### config.mk
export PLATFORM = sky130hd
export DESIGN_NAME = mipsControl
export DESIGN_NICKNAME = d
export VERILOG_FILES = /design/src/ctrlPkg.sv /design/src/ctrlBusIf.sv /design/src/controlSelect.sv /design/src/flowDecode.sv /design/src/immDecode.sv /design/src/mipsControl.sv /design/src/specialDecode.sv
export SDC_FILE = /design/constraint.sdc
export NUM_CORES = 1
export LEC_CHECK = 0
export ABC_AREA = 1
export BUFFER_PORTS_ARGS = -buffer_cell sky130_fd_sc_hd__buf_2
export CORE_UTILIZATION = 44
export CTS_BUF_LIST = sky130_fd_sc_hd__clkbuf_4
export DETAILED_ROUTE_END_ITERATION = 10
export PLACE_DENSITY = 0.83
export SLEW_MARGIN = 0
export SYNTH_ARGS = -nofsm -noshare
export SYNTH_HDL_FRONTEND = slang
export SYNTH_SLANG_ARGS = --single-unit
### constraint.sdc
create_clock -name clk -period 1.25 [get_ports clk]
set_input_delay 0.0625 -clock clk [delete_from_list [all_inputs] [get_ports clk]]
set_output_delay 0.0625 -clock clk [all_outputs]
set_load 0.05 [all_outputs]
### src/ctrlPkg.sv
`default_nettype none

package ctrlPkg;

    // rt field codes under the REGIMM opcode
    localparam logic [4:0] regimmBltz = 5'd0;
    localparam logic [4:0] regimmBgez = 5'd1;

    typedef enum logic [5:0] {
        opSpecial = 6'd0,  // R-type, decoded by funct
        opRegimm  = 6'd1,  // bltz/bgez, decoded by rt
        opJ       = 6'd2,
        opJal     = 6'd3,
        opBeq     = 6'd4,
        opBne     = 6'd5,
        opBlez    = 6'd6,
        opBgtz    = 6'd7,
        opAddi    = 6'd8,
        opAddiu   = 6'd9,
        opSlti    = 6'd10,
        opSltiu   = 6'd11,
        opAndi    = 6'd12,
        opOri     = 6'd13,
        opXori    = 6'd14,
        opLui     = 6'd15,
        opLb      = 6'd32,
        opLh      = 6'd33,
        opLw      = 6'd35,
        opLbu     = 6'd36,
        opLhu     = 6'd37,
        opSb      = 6'd40,
        opSh      = 6'd41,
        opSw      = 6'd43
    } opcodeT;

    typedef enum logic [5:0] {
        fnSll  = 6'd0,
        fnSrl  = 6'd2,
        fnSra  = 6'd3,
        fnSllv = 6'd4,
        fnSrlv = 6'd6,
        fnSrav = 6'd7,
        fnJr   = 6'd8,
        fnJalr = 6'd9,
        fnAdd  = 6'd32,
        fnAddu = 6'd33,
        fnSub  = 6'd34,
        fnSubu = 6'd35,
        fnAnd  = 6'd36,
        fnOr   = 6'd37,
        fnXor  = 6'd38,
        fnNor  = 6'd39,
        fnSlt  = 6'd42,
        fnSltu = 6'd43
    } functT;

    typedef enum logic [4:0] {
        aluNop, aluAdd, aluSub, aluSll, aluSrl, aluSra,
        aluAnd, aluOr, aluXor, aluNor, aluSlt, aluSltu,
        aluAndi, aluOri, aluXori, aluLui,
        aluBne, aluBlez, aluBgtz, aluBltz, aluBgez  // Branch compares in EX
    } aluOpT;

    typedef enum logic [1:0] {npcSeq = 2'd0, npcBranch = 2'd1, npcJump = 2'd2} npcTypeT;

    typedef enum logic [1:0] {dstRt = 2'd0, dstRd = 2'd1, dstRa = 2'd2} regDstT;

    // Writeback mux: ALU result, load data or PC+4
    typedef enum logic [1:0] {wbAlu = 2'd0, wbMem = 2'd1, wbLink = 2'd2} memToRegT;

    typedef enum logic [1:0] {srcAReg = 2'd0, srcAShamt = 2'd1} srcAT;

    typedef enum logic [1:0] {srcBReg = 2'd0, srcBImm = 2'd1} srcBT;

    typedef enum logic [2:0] {
        memRNone  = 3'd0,
        memRWord  = 3'd1,
        memRByte  = 3'd2,
        memRByteU = 3'd3,  // Zero-extended
        memRHalf  = 3'd4,
        memRHalfU = 3'd5   // Zero-extended
    } memRWidthT;

    typedef enum logic [1:0] {
        memWNone = 2'd0,
        memWWord = 2'd1,
        memWHalf = 2'd2,
        memWByte = 2'd3
    } memWWidthT;

    typedef struct packed {
        logic      regWrite;
        regDstT    regDst;
        memToRegT  memToReg;
        logic      memRead;
        memRWidthT memRBits;
        logic      memWrite;
        memWWidthT memWrBits;
        aluOpT     aluOp;
        srcAT      aluSrcA;
        srcBT      aluSrcB;
        npcTypeT   npcType;
        logic      jumpSrc;  // 1 selects GPR[rs] as jump target
    } ctrlWordT;

    localparam ctrlWordT nopWord = '0;

endpackage

`default_nettype wire

### src/ctrlBusIf.sv
`default_nettype none

// One decoder's result on its way to the merging stage
interface ctrlBusIf;
    import ctrlPkg::*;

    logic     hit;   // Opcode class matched
    ctrlWordT word;  // NOP word while hit is low

    modport source
    (
        output hit,
        output word
    );

    modport sink
    (
        input hit,
        input word
    );

endinterface

`default_nettype wire

### src/controlSelect.sv
`default_nettype none

module controlSelect
(
    input  logic              clk,
    input  logic              rst,
    ctrlBusIf.sink            special,
    ctrlBusIf.sink            imm,
    ctrlBusIf.sink            flow,
    output ctrlPkg::ctrlWordT ctrl,
    output logic              pcSrc
);
    import ctrlPkg::*;

    localparam int wordBits = $bits(ctrlWordT);

    ctrlWordT merged;

    // Masked OR gives the NOP word when nothing matched
    assign merged = ctrlWordT'(({wordBits{special.hit}} & special.word)
                             | ({wordBits{imm.hit}} & imm.word)
                             | ({wordBits{flow.hit}} & flow.word));

    always_ff @(posedge clk)
    begin
        if (rst)
        begin
            ctrl  <= nopWord;
            pcSrc <= 1'b0;
        end
        else
        begin
            ctrl  <= merged;
            pcSrc <= (merged.npcType == npcBranch);  // Only conditional branches
        end
    end

    // Opcode classes are disjoint across the three decoders
    assert property (@(posedge clk) disable iff (rst)
        $onehot0({special.hit, imm.hit, flow.hit}))
        else $error("controlSelect: more than one decoder hit");

endmodule

`default_nettype wire

### src/flowDecode.sv
`default_nettype none

module flowDecode
(
    input  ctrlPkg::opcodeT op,
    input  logic [4:0]      rt,
    ctrlBusIf.source        bus
);
    import ctrlPkg::*;

    logic     hit;
    ctrlWordT word;

    always_comb
    begin
        hit  = 1'b1;
        word = nopWord;
        case (op)
            opBeq, opBne, opBlez, opBgtz:
            begin
                word.npcType = npcBranch;  // Resolved by the branch unit in EX
                case (op)
                    opBeq:   word.aluOp = aluSub;
                    opBne:   word.aluOp = aluBne;
                    opBlez:  word.aluOp = aluBlez;
                    default: word.aluOp = aluBgtz;
                endcase
            end
            opRegimm:
            begin
                if (rt == regimmBltz)
                begin
                    word.npcType = npcBranch;
                    word.aluOp   = aluBltz;
                end
                else if (rt == regimmBgez)
                begin
                    word.npcType = npcBranch;
                    word.aluOp   = aluBgez;
                end
                else
                begin
                    hit = 1'b0;  // Other rt codes are not supported
                end
            end
            opJ:
            begin
                word.npcType = npcJump;  // Target from instr_index
            end
            opJal:
            begin
                word.npcType  = npcJump;
                word.regWrite = 1'b1;
                word.regDst   = dstRa;  // $31 <- PC+4
                word.memToReg = wbLink;
            end
            default: hit = 1'b0;
        endcase
    end

    assign bus.hit  = hit;
    assign bus.word = word;

endmodule

`default_nettype wire

### src/immDecode.sv
`default_nettype none

module immDecode
(
    input  ctrlPkg::opcodeT op,
    ctrlBusIf.source        bus
);
    import ctrlPkg::*;

    logic     hit;
    ctrlWordT word;

    always_comb
    begin
        hit          = 1'b1;
        word         = nopWord;
        word.aluSrcB = srcBImm;  // Extended imm16
        case (op)
            opAddi, opAddiu, opSlti, opSltiu, opAndi, opOri, opXori, opLui:
            begin
                word.regWrite = 1'b1;
                word.regDst   = dstRt;
                case (op)
                    opAddi, opAddiu: word.aluOp = aluAdd;
                    opSlti:          word.aluOp = aluSlt;
                    opSltiu:         word.aluOp = aluSltu;
                    opAndi:          word.aluOp = aluAndi;
                    opOri:           word.aluOp = aluOri;
                    opXori:          word.aluOp = aluXori;
                    default:         word.aluOp = aluLui;
                endcase
            end
            opLb, opLh, opLw, opLbu, opLhu:
            begin
                word.regWrite = 1'b1;
                word.regDst   = dstRt;
                word.memToReg = wbMem;
                word.memRead  = 1'b1;
                word.aluOp    = aluAdd;  // Base plus offset
                case (op)
                    opLw:    word.memRBits = memRWord;
                    opLb:    word.memRBits = memRByte;
                    opLbu:   word.memRBits = memRByteU;
                    opLh:    word.memRBits = memRHalf;
                    default: word.memRBits = memRHalfU;
                endcase
            end
            opSb, opSh, opSw:
            begin
                word.memWrite = 1'b1;
                word.aluOp    = aluAdd;
                case (op)
                    opSw:    word.memWrBits = memWWord;
                    opSh:    word.memWrBits = memWHalf;
                    default: word.memWrBits = memWByte;
                endcase
            end
            default:
            begin
                hit  = 1'b0;
                word = nopWord;
            end
        endcase
    end

    assign bus.hit  = hit;
    assign bus.word = word;

    always_comb
    begin
        assert (!(bus.word.memRead && bus.word.memWrite))
            else $error("immDecode: memRead and memWrite both set");
    end

endmodule

`default_nettype wire

### src/mipsControl.sv
`default_nettype none

module mipsControl
(
    input  logic               clk,
    input  logic               rst,
    input  logic [5:0]         op,
    input  logic [5:0]         funct,
    input  logic [4:0]         rt,
    output logic               pcSrc,
    output ctrlPkg::npcTypeT   npcType,
    output ctrlPkg::regDstT    regDst,
    output logic               memRead,
    output ctrlPkg::memToRegT  memToReg,
    output ctrlPkg::aluOpT     aluOp,
    output logic               memWrite,
    output ctrlPkg::srcAT      aluSrcA,
    output ctrlPkg::srcBT      aluSrcB,
    output logic               regWrite,
    output ctrlPkg::memWWidthT memWrBits,
    output ctrlPkg::memRWidthT memRBits,
    output logic               jumpSrc
);
    import ctrlPkg::*;

    opcodeT   opField;
    functT    functField;
    ctrlWordT ctrl;

    assign opField    = opcodeT'(op);
    assign functField = functT'(funct);

    ctrlBusIf specialBus ();
    ctrlBusIf immBus ();
    ctrlBusIf flowBus ();

    specialDecode specialDec (.op(opField), .funct(functField), .bus(specialBus.source));
    immDecode     immDec (.op(opField), .bus(immBus.source));
    flowDecode    flowDec (.op(opField), .rt(rt), .bus(flowBus.source));

    controlSelect sel0
    (
        .clk(clk),
        .rst(rst),
        .special(specialBus.sink),
        .imm(immBus.sink),
        .flow(flowBus.sink),
        .ctrl(ctrl),
        .pcSrc(pcSrc)
    );

    assign regWrite  = ctrl.regWrite;
    assign regDst    = ctrl.regDst;
    assign memToReg  = ctrl.memToReg;
    assign memRead   = ctrl.memRead;
    assign memRBits  = ctrl.memRBits;
    assign memWrite  = ctrl.memWrite;
    assign memWrBits = ctrl.memWrBits;
    assign aluOp     = ctrl.aluOp;
    assign aluSrcA   = ctrl.aluSrcA;
    assign aluSrcB   = ctrl.aluSrcB;
    assign npcType   = ctrl.npcType;
    assign jumpSrc   = ctrl.jumpSrc;

endmodule

`default_nettype wire

### src/specialDecode.sv
`default_nettype none

module specialDecode
(
    input  ctrlPkg::opcodeT op,
    input  ctrlPkg::functT  funct,
    ctrlBusIf.source        bus
);
    import ctrlPkg::*;

    logic     hit;
    ctrlWordT word;

    always_comb
    begin
        hit  = 1'b0;
        word = nopWord;
        if (op == opSpecial)
        begin
            hit           = 1'b1;
            word.regWrite = 1'b1;  // rd <- ALU result
            word.regDst   = dstRd;
            case (funct)
                fnAdd, fnAddu: word.aluOp = aluAdd;
                fnSub, fnSubu: word.aluOp = aluSub;
                fnSll, fnSllv: word.aluOp = aluSll;
                fnSrl, fnSrlv: word.aluOp = aluSrl;
                fnSra, fnSrav: word.aluOp = aluSra;
                fnAnd:         word.aluOp = aluAnd;
                fnOr:          word.aluOp = aluOr;
                fnXor:         word.aluOp = aluXor;
                fnNor:         word.aluOp = aluNor;
                fnSlt:         word.aluOp = aluSlt;
                fnSltu:        word.aluOp = aluSltu;
                fnJalr:
                begin
                    word.memToReg = wbLink;  // rd <- PC+4
                    word.npcType  = npcJump;
                    word.jumpSrc  = 1'b1;
                end
                fnJr:
                begin
                    word.regWrite = 1'b0;
                    word.regDst   = dstRt;
                    word.npcType  = npcJump;
                    word.jumpSrc  = 1'b1;
                end
                default:
                begin
                    hit  = 1'b0;  // Unlisted funct falls back to NOP
                    word = nopWord;
                end
            endcase
            // Constant shifts take the amount from the shamt field
            if (funct inside {fnSll, fnSrl, fnSra})
            begin
                word.aluSrcA = srcAShamt;
            end
        end
    end

    assign bus.hit  = hit;
    assign bus.word = word;

    // A register jump must also steer the next-PC mux to jump
    always_comb
    begin
        assert (!bus.word.jumpSrc || bus.word.npcType == npcJump)
            else $error("specialDecode: jumpSrc set without npcType JUMP");
    end

endmodule

`default_nettype wire

* Yosys cells after proc, flatten, opt, wreduce, memory -nomap -nowiden *
Cells that the tools add are included.

word-level totals
  register bits = 25
  bits in latches = 0
  bits in writable memories = 0
  ROM bits = 0
  input port bits = 19
  output and inout port bits = 25
  logic and storage cells = 110
  memories = 0

cells by class
  add/subtract/negate cells = 0
  multipliers = 0
  div/mod/pow operators = 0
  $lt $le $gt $ge = 0
  equality and inequality tests = 42
  shifts and indexed selects = 0
  mux-type cells = 28
  bitwise logic cells = 5
  reduce and logical (&&, ||, !) cells = 22

operators with widths
  cell                                                                    count
  6-bit equality test (second input constant)                             18
  24-bit AND                                                              3
  6-bit by 4-bit equality test with 1-bit output (second input constant)  10
  24-bit OR                                                               2
  4-bit case mux with 11 select lines                                     1
  6-bit by 3-bit equality test with 1-bit output (second input constant)  7
  6-bit by 2-bit equality test with 1-bit output (second input constant)  4
  24-bit 2-to-1 mux                                                       1
  4-bit case mux with 6 select lines                                      1
  5-bit 2-to-1 mux                                                        4
  18-bit OR reduction                                                     1
  17-bit OR reduction                                                     1
  16-bit OR reduction                                                     1
  2-bit OR reduction                                                      8
  8-bit OR reduction                                                      2
  5-bit case mux with 3 select lines                                      1
  13-bit OR reduction                                                     1
  6-bit logical NOT                                                       2
  3-bit 2-to-1 mux                                                        4
  3-bit case mux with 4 select lines                                      1
  5-bit case mux with 2 select lines                                      1
  4-bit case mux with 2 select lines                                      1
  1-bit 2-to-1 mux                                                        7
  6-bit by 1-bit equality test with 1-bit output (second input constant)  1
  13 further kinds                                                        14

* Depth between registers and ports, before layout *
  word-level depth = 8
  depth in mapped cells = 10
  gate-level depth less buffers = 10

* By module *
From an unflattened synthesis, not the netlist that was laid out.

unflattened totals
  cells, all modules = 391
  area, all modules = 2341.0 um^2

by module, submodules not included
  module         instances  cells each  area each (um^2)  sequential area each (um^2)
  controlSelect  1          179         1161.1            500.5
  specialDecode  1          87          471.7             0.0
  immDecode      1          66          399.1             0.0
  flowDecode     1          59          309.0             0.0

* Worst setup path before layout *
No wires, ideal clock.

  kind = input-to-reg
  start = input port op[3]
  end = register, netlist name sel0.ctrl[7]
  library setup time = 125 ps
  data arrival time = 839 ps
  required time = 1125 ps
  path slack = 286 ps
  cell stages on the path = 10
  path buffers = 1
  path through = buf_2 nor2_4 nand3_1 nand2_1 inv_1 nand2_2 nor2_2 nand3_2 nor2_2 nor2_2

on the way
  longest elaborated chain between the ends = 7
  elaborated cells on any way between the ends = 43
  those cells by class = 23 x eq/ne; 8 x mux; 5 x bitwise; 7 x reduce/logical

RTL lines
  what                                            RTL line                          RTL
  from (decl)                                     mipsControl.sv:7                  input logic [5:0] op,
  6-bit by 4-bit equality test with 1-bit output  immDecode.sv:18, immDecode.sv:23
  2-bit OR reduction                              immDecode.sv:23                   case (op)
  4-bit case mux with 6 select lines              immDecode.sv:23
  4-bit case mux with 2 select lines              immDecode.sv:18                   case (op)
  24-bit AND                                      controlSelect.sv:21               | ({wordBits{imm.hit}} & imm.word)
  24-bit OR                                       controlSelect.sv:21
  24-bit OR *                                     controlSelect.sv:22               | ({wordBits{flow.hit}} & flow.word));

Every way passes the cells marked *; elsewhere a longest branch is shown, timed or not.
A chain may end at the register's enable or synchronous reset.

* Worst setup path after layout *
  start = register, netlist name sel0.ctrl[10]
  end = output port aluOp[3]

RTL lines
  what       RTL line           RTL
  to (decl)  mipsControl.sv:15  output ctrlPkg::aluOpT aluOp,

No word-level cell between the ends.

==> impl_metrics.sql <==
INSERT INTO impl_metrics (metric_group, metric, value, unit) VALUES
('yosys', 'synth-seq-cells', '22', ''),
('critical_path', 'critical_path.endpoint_type', 'primary output', ''),
('yosys', 'synth.yosys.warnings', '0', ''),
('power_and_ir_drop', 'p_int', '909.0', 'uW'),
('final_layout', 'final_cell_mix', 'buf_2, nand2_1, nor2_1', ''),
('final_layout', 'layout_commonest_cell', 'buf_2', ''),
('global_routing', 'grtUsageTotal', '0.1934', ''),
('global_routing', 'grt_first_pass_wirelength', '4.243', 'mm'),
('critical_path', 'critical_path.n_buffers_inverters', '1', ''),
('worst_hold_path', 'min_from', 'funct[4]', ''),
('sta', 'timing_max_transition_violations_final', '0', ''),
('critical_path', 'top_cell_family_by_delay_on_the_critical_path', 'flip-flops', ''),
('place', 'place.detailed.hpwl', '2.059', 'mm'),
('yosys', 'syn_avg_cell_area', '6.730', 'sq um'),
('floorplanning', 'vert_die_dim', '54.76', 'microns'),
('flow_run', 'maxCapViolCount', '0', ''),
('power_and_ir_drop', 'irDropWorstVdd', '0.6573', 'mV'),
('critical_path', 'critical_path_required', '1.19', 'ns'),
('power_and_ir_drop', 'pwr-share-clk', '0.232', ''),
('clock_network', 'holdBufCountCts', '0', ''),
('worst_hold_path', 'worst_hold_endpoint', 'sel0.ctrl[5]', ''),
('worst_hold_path', 'min_path_type', 'in -> reg', ''),
('status', 'run_status', 'finished, final reports clean', ''),
('global_routing', 'grt_overflow', '0', ''),
('floorplanning', 'design.core.area', '0.002545', 'sq mm'),
('final_layout', 'antenna_cells_inserted', '0', ''),
('sta', 'layout_min_cycle_time', '0.9496', 'ns'),
('detailed_routing', 'vias', '1254', ''),
('sta', 'timing.final.setup_violations', '0', ''),
('power_and_ir_drop', 'power.share.sequential', '0.552', ''),
('final_layout', 'drive_gt1_frac', '0.3274', ''),
('sta', 'grt_setup_unrepaired', 'no', ''),
('floorplanning', 'top_level_ports', '44', ''),
('sta', 'min_period_over_period', '0.7597', ''),
('floorplanning', 'initial_utilization', '0.4813', ''),
('floorplanning', 'die_width', '54.76', 'microns'),
('detailed_routing', 'detail_routed_net_length_per_standard_cell', '9.858', 'microns'),
('critical_path', 'setup.worst_path.start_class', 'flip-flop', ''),
('clock_network', 'cts_inserted_buffers', '3', ''),
('critical_path', 'cp_num_cells', '1', ''),
('place', 'dp.cells', '249', ''),
('yosys', 'ys_seq_area_frac', '0.3596', ''),
('final_layout', 'syn2layout_area_growth', '20.74', '%'),
('global_routing', 'first_global_vias', '1014', ''),
('clock_network', 'cts_num_sinks', '22', ''),
('critical_path', 'critPathSlowestCell', 'dfxtp_1', ''),
('power_and_ir_drop', 'totalPowerFinal', '1.300', 'mW'),
('power_and_ir_drop', 'power_per_cell_area', '878.7', 'mW/mm^2'),
('power_and_ir_drop', 'power.share.switching', '0.3005', ''),
('power_and_ir_drop', 'comb_power_share', '0.217', ''),
('detailed_routing', 'totalWireLength', '2.494', 'mm'),
('detailed_routing', 'drt.antenna.violating_nets', '0', ''),
('power_and_ir_drop', 'net-switching-power', '390.6', 'uW'),
('critical_path', 'timing.critical_path.arrival', '0.89', 'ns'),
('global_routing', 'antenna_found_initial', '0', ''),
('detailed_routing', 'vias_per_cell', '4.957', ''),
('place', 'port_buffers', '41', ''),
('clock_network', 'h-tree-depth', '1', ''),
('yosys', 'synth.cell_area', '0.001225', 'sq mm'),
('critical_path', 'path_cells', 'buf_2', ''),
('sta', 'tns', '0', 'ns'),
('global_routing', 'grt_start_max_net_pins', '15', ''),
('yosys', 'synthCells', '182', ''),
('clock_network', 'cts_buffer_depth', '2', ''),
('power_and_ir_drop', 'power.leakage', '0.8117', 'nW'),
('clock_network', 'cts_post_setup_buffers_inserted', '0', ''),
('final_layout', 'final_net_count', '243', ''),
('detailed_routing', 'route.detailed.drc', '0', ''),
('sta', 'clock.fmax', '1053', 'MHz'),
('floorplanning', 'fp-row-count', '18', ''),
('clock_network', 'cts.repair.resized', '0', '');
## worst max-delay path by stage
stage | startpoint | endpoint | slack [ns]
2_1_floorplan | op[3] | sel0.ctrl[7] | 0.29
3_3_place_gp | op[0] | sel0.ctrl[9] | 0.14
3_5_place_dp | op[1] | sel0.ctrl[8] | 0.11
4_1_cts | sel0.ctrl[10] | aluOp[3] | 0.29
5_1_grt | sel0.ctrl[19] | memRead | 0.23
6_report | sel0.ctrl[10] | aluOp[3] | 0.30
## layout make-up
| cell class | instances | area (sq um) |
|---|---|---|
| tap | 30 | 37.54 |
| timing repair buffer | 42 | 225.2 |
| multi-input combinational | 127 | 644.4 |
| clock buffer | 3 | 22.52 |
| clock inverter | 1 | 3.754 |
| fill | 263 | 1066 |
| inverter | 28 | 105.1 |
| sequential | 22 | 440.4 |
## registers in the layout, summed over array words and instances (netlist names)
name and flops:
sel0.ctrl 21, sel0.pcSrc 1
## kinds of logic (layout without fill, tap and decap cells)
family	Yosys count	in the layout	share of synthesized area
buffers and inverters	34	74	0.1175
other	1	2	0.003061
and+or+nand+nor	107	107	0.4341
DFF	22	22	0.3595
AOI/OAI and AO/OA	18	18	0.08581
## power by group through the flow
stage          clock (mW)  combinational, mW  sequential, mW
4_1_cts             0.312              0.281           0.717
5_1_grt             0.354              0.309           0.720
3_5_place_dp            0              0.280           0.733
3_3_place_gp            0              0.276           0.734
6_report            0.301              0.281           0.717
2_1_floorplan           0              0.148           0.785
## synth_stat cells
cell type	instances	share of area
nand3_1	11	0.045
nor2_2	7	0.036
o221ai_1	2	0.014
nand3b_1	1	0.0061
nand4_1	4	0.020
o31ai_1	1	0.0061
o21ai_1	2	0.0082
nor2_1	27	0.083
o21ai_0	4	0.016
nor3_1	4	0.016
a21oi_1	7	0.029
nand2_2	2	0.010
nor2_4	3	0.028
nor3b_2	1	0.010
buf_2	1	0.0041
nand2_1	40	0.12
inv_2	8	0.025
clkbuf_1	1	0.0031
buf_4	4	0.025
o2111ai_1	1	0.0072
dfxtp_1	22	0.36
a31oi_1	1	0.0051
conb_1	1	0.0031
inv_1	20	0.061
nand3_2	6	0.049
nor3_2	1	0.0082
## metrics by stage
step / area (sq um) / setup WS [ns] / hold WS (ns)
6_report: 1479 / 0.3004 / 0.08298
5_1_grt: 1479 / 0.2277 / 0.09566
4_1_cts: 1479 / 0.2890 / 0.07547
3_5_place_dp: 1453 / 0.1117 / 0.3951
3_3_place_gp: 1453 / 0.1392 / 0.3876
2_1_floorplan: 1229 / 0.2860 / 0.1320
## layer usage
metal / up-vias / part of all wire / track usage
met4: 0 / 0.016 / 0.08974
met2: 52 / 0.46 / 0.3032
met1: 543 / 0.46 / 0.2615
met5: - / 0 / 0
met3: 4 / 0.063 / 0.01944
li1: 655 / - / -
Power figures use the tool's default switching activity.
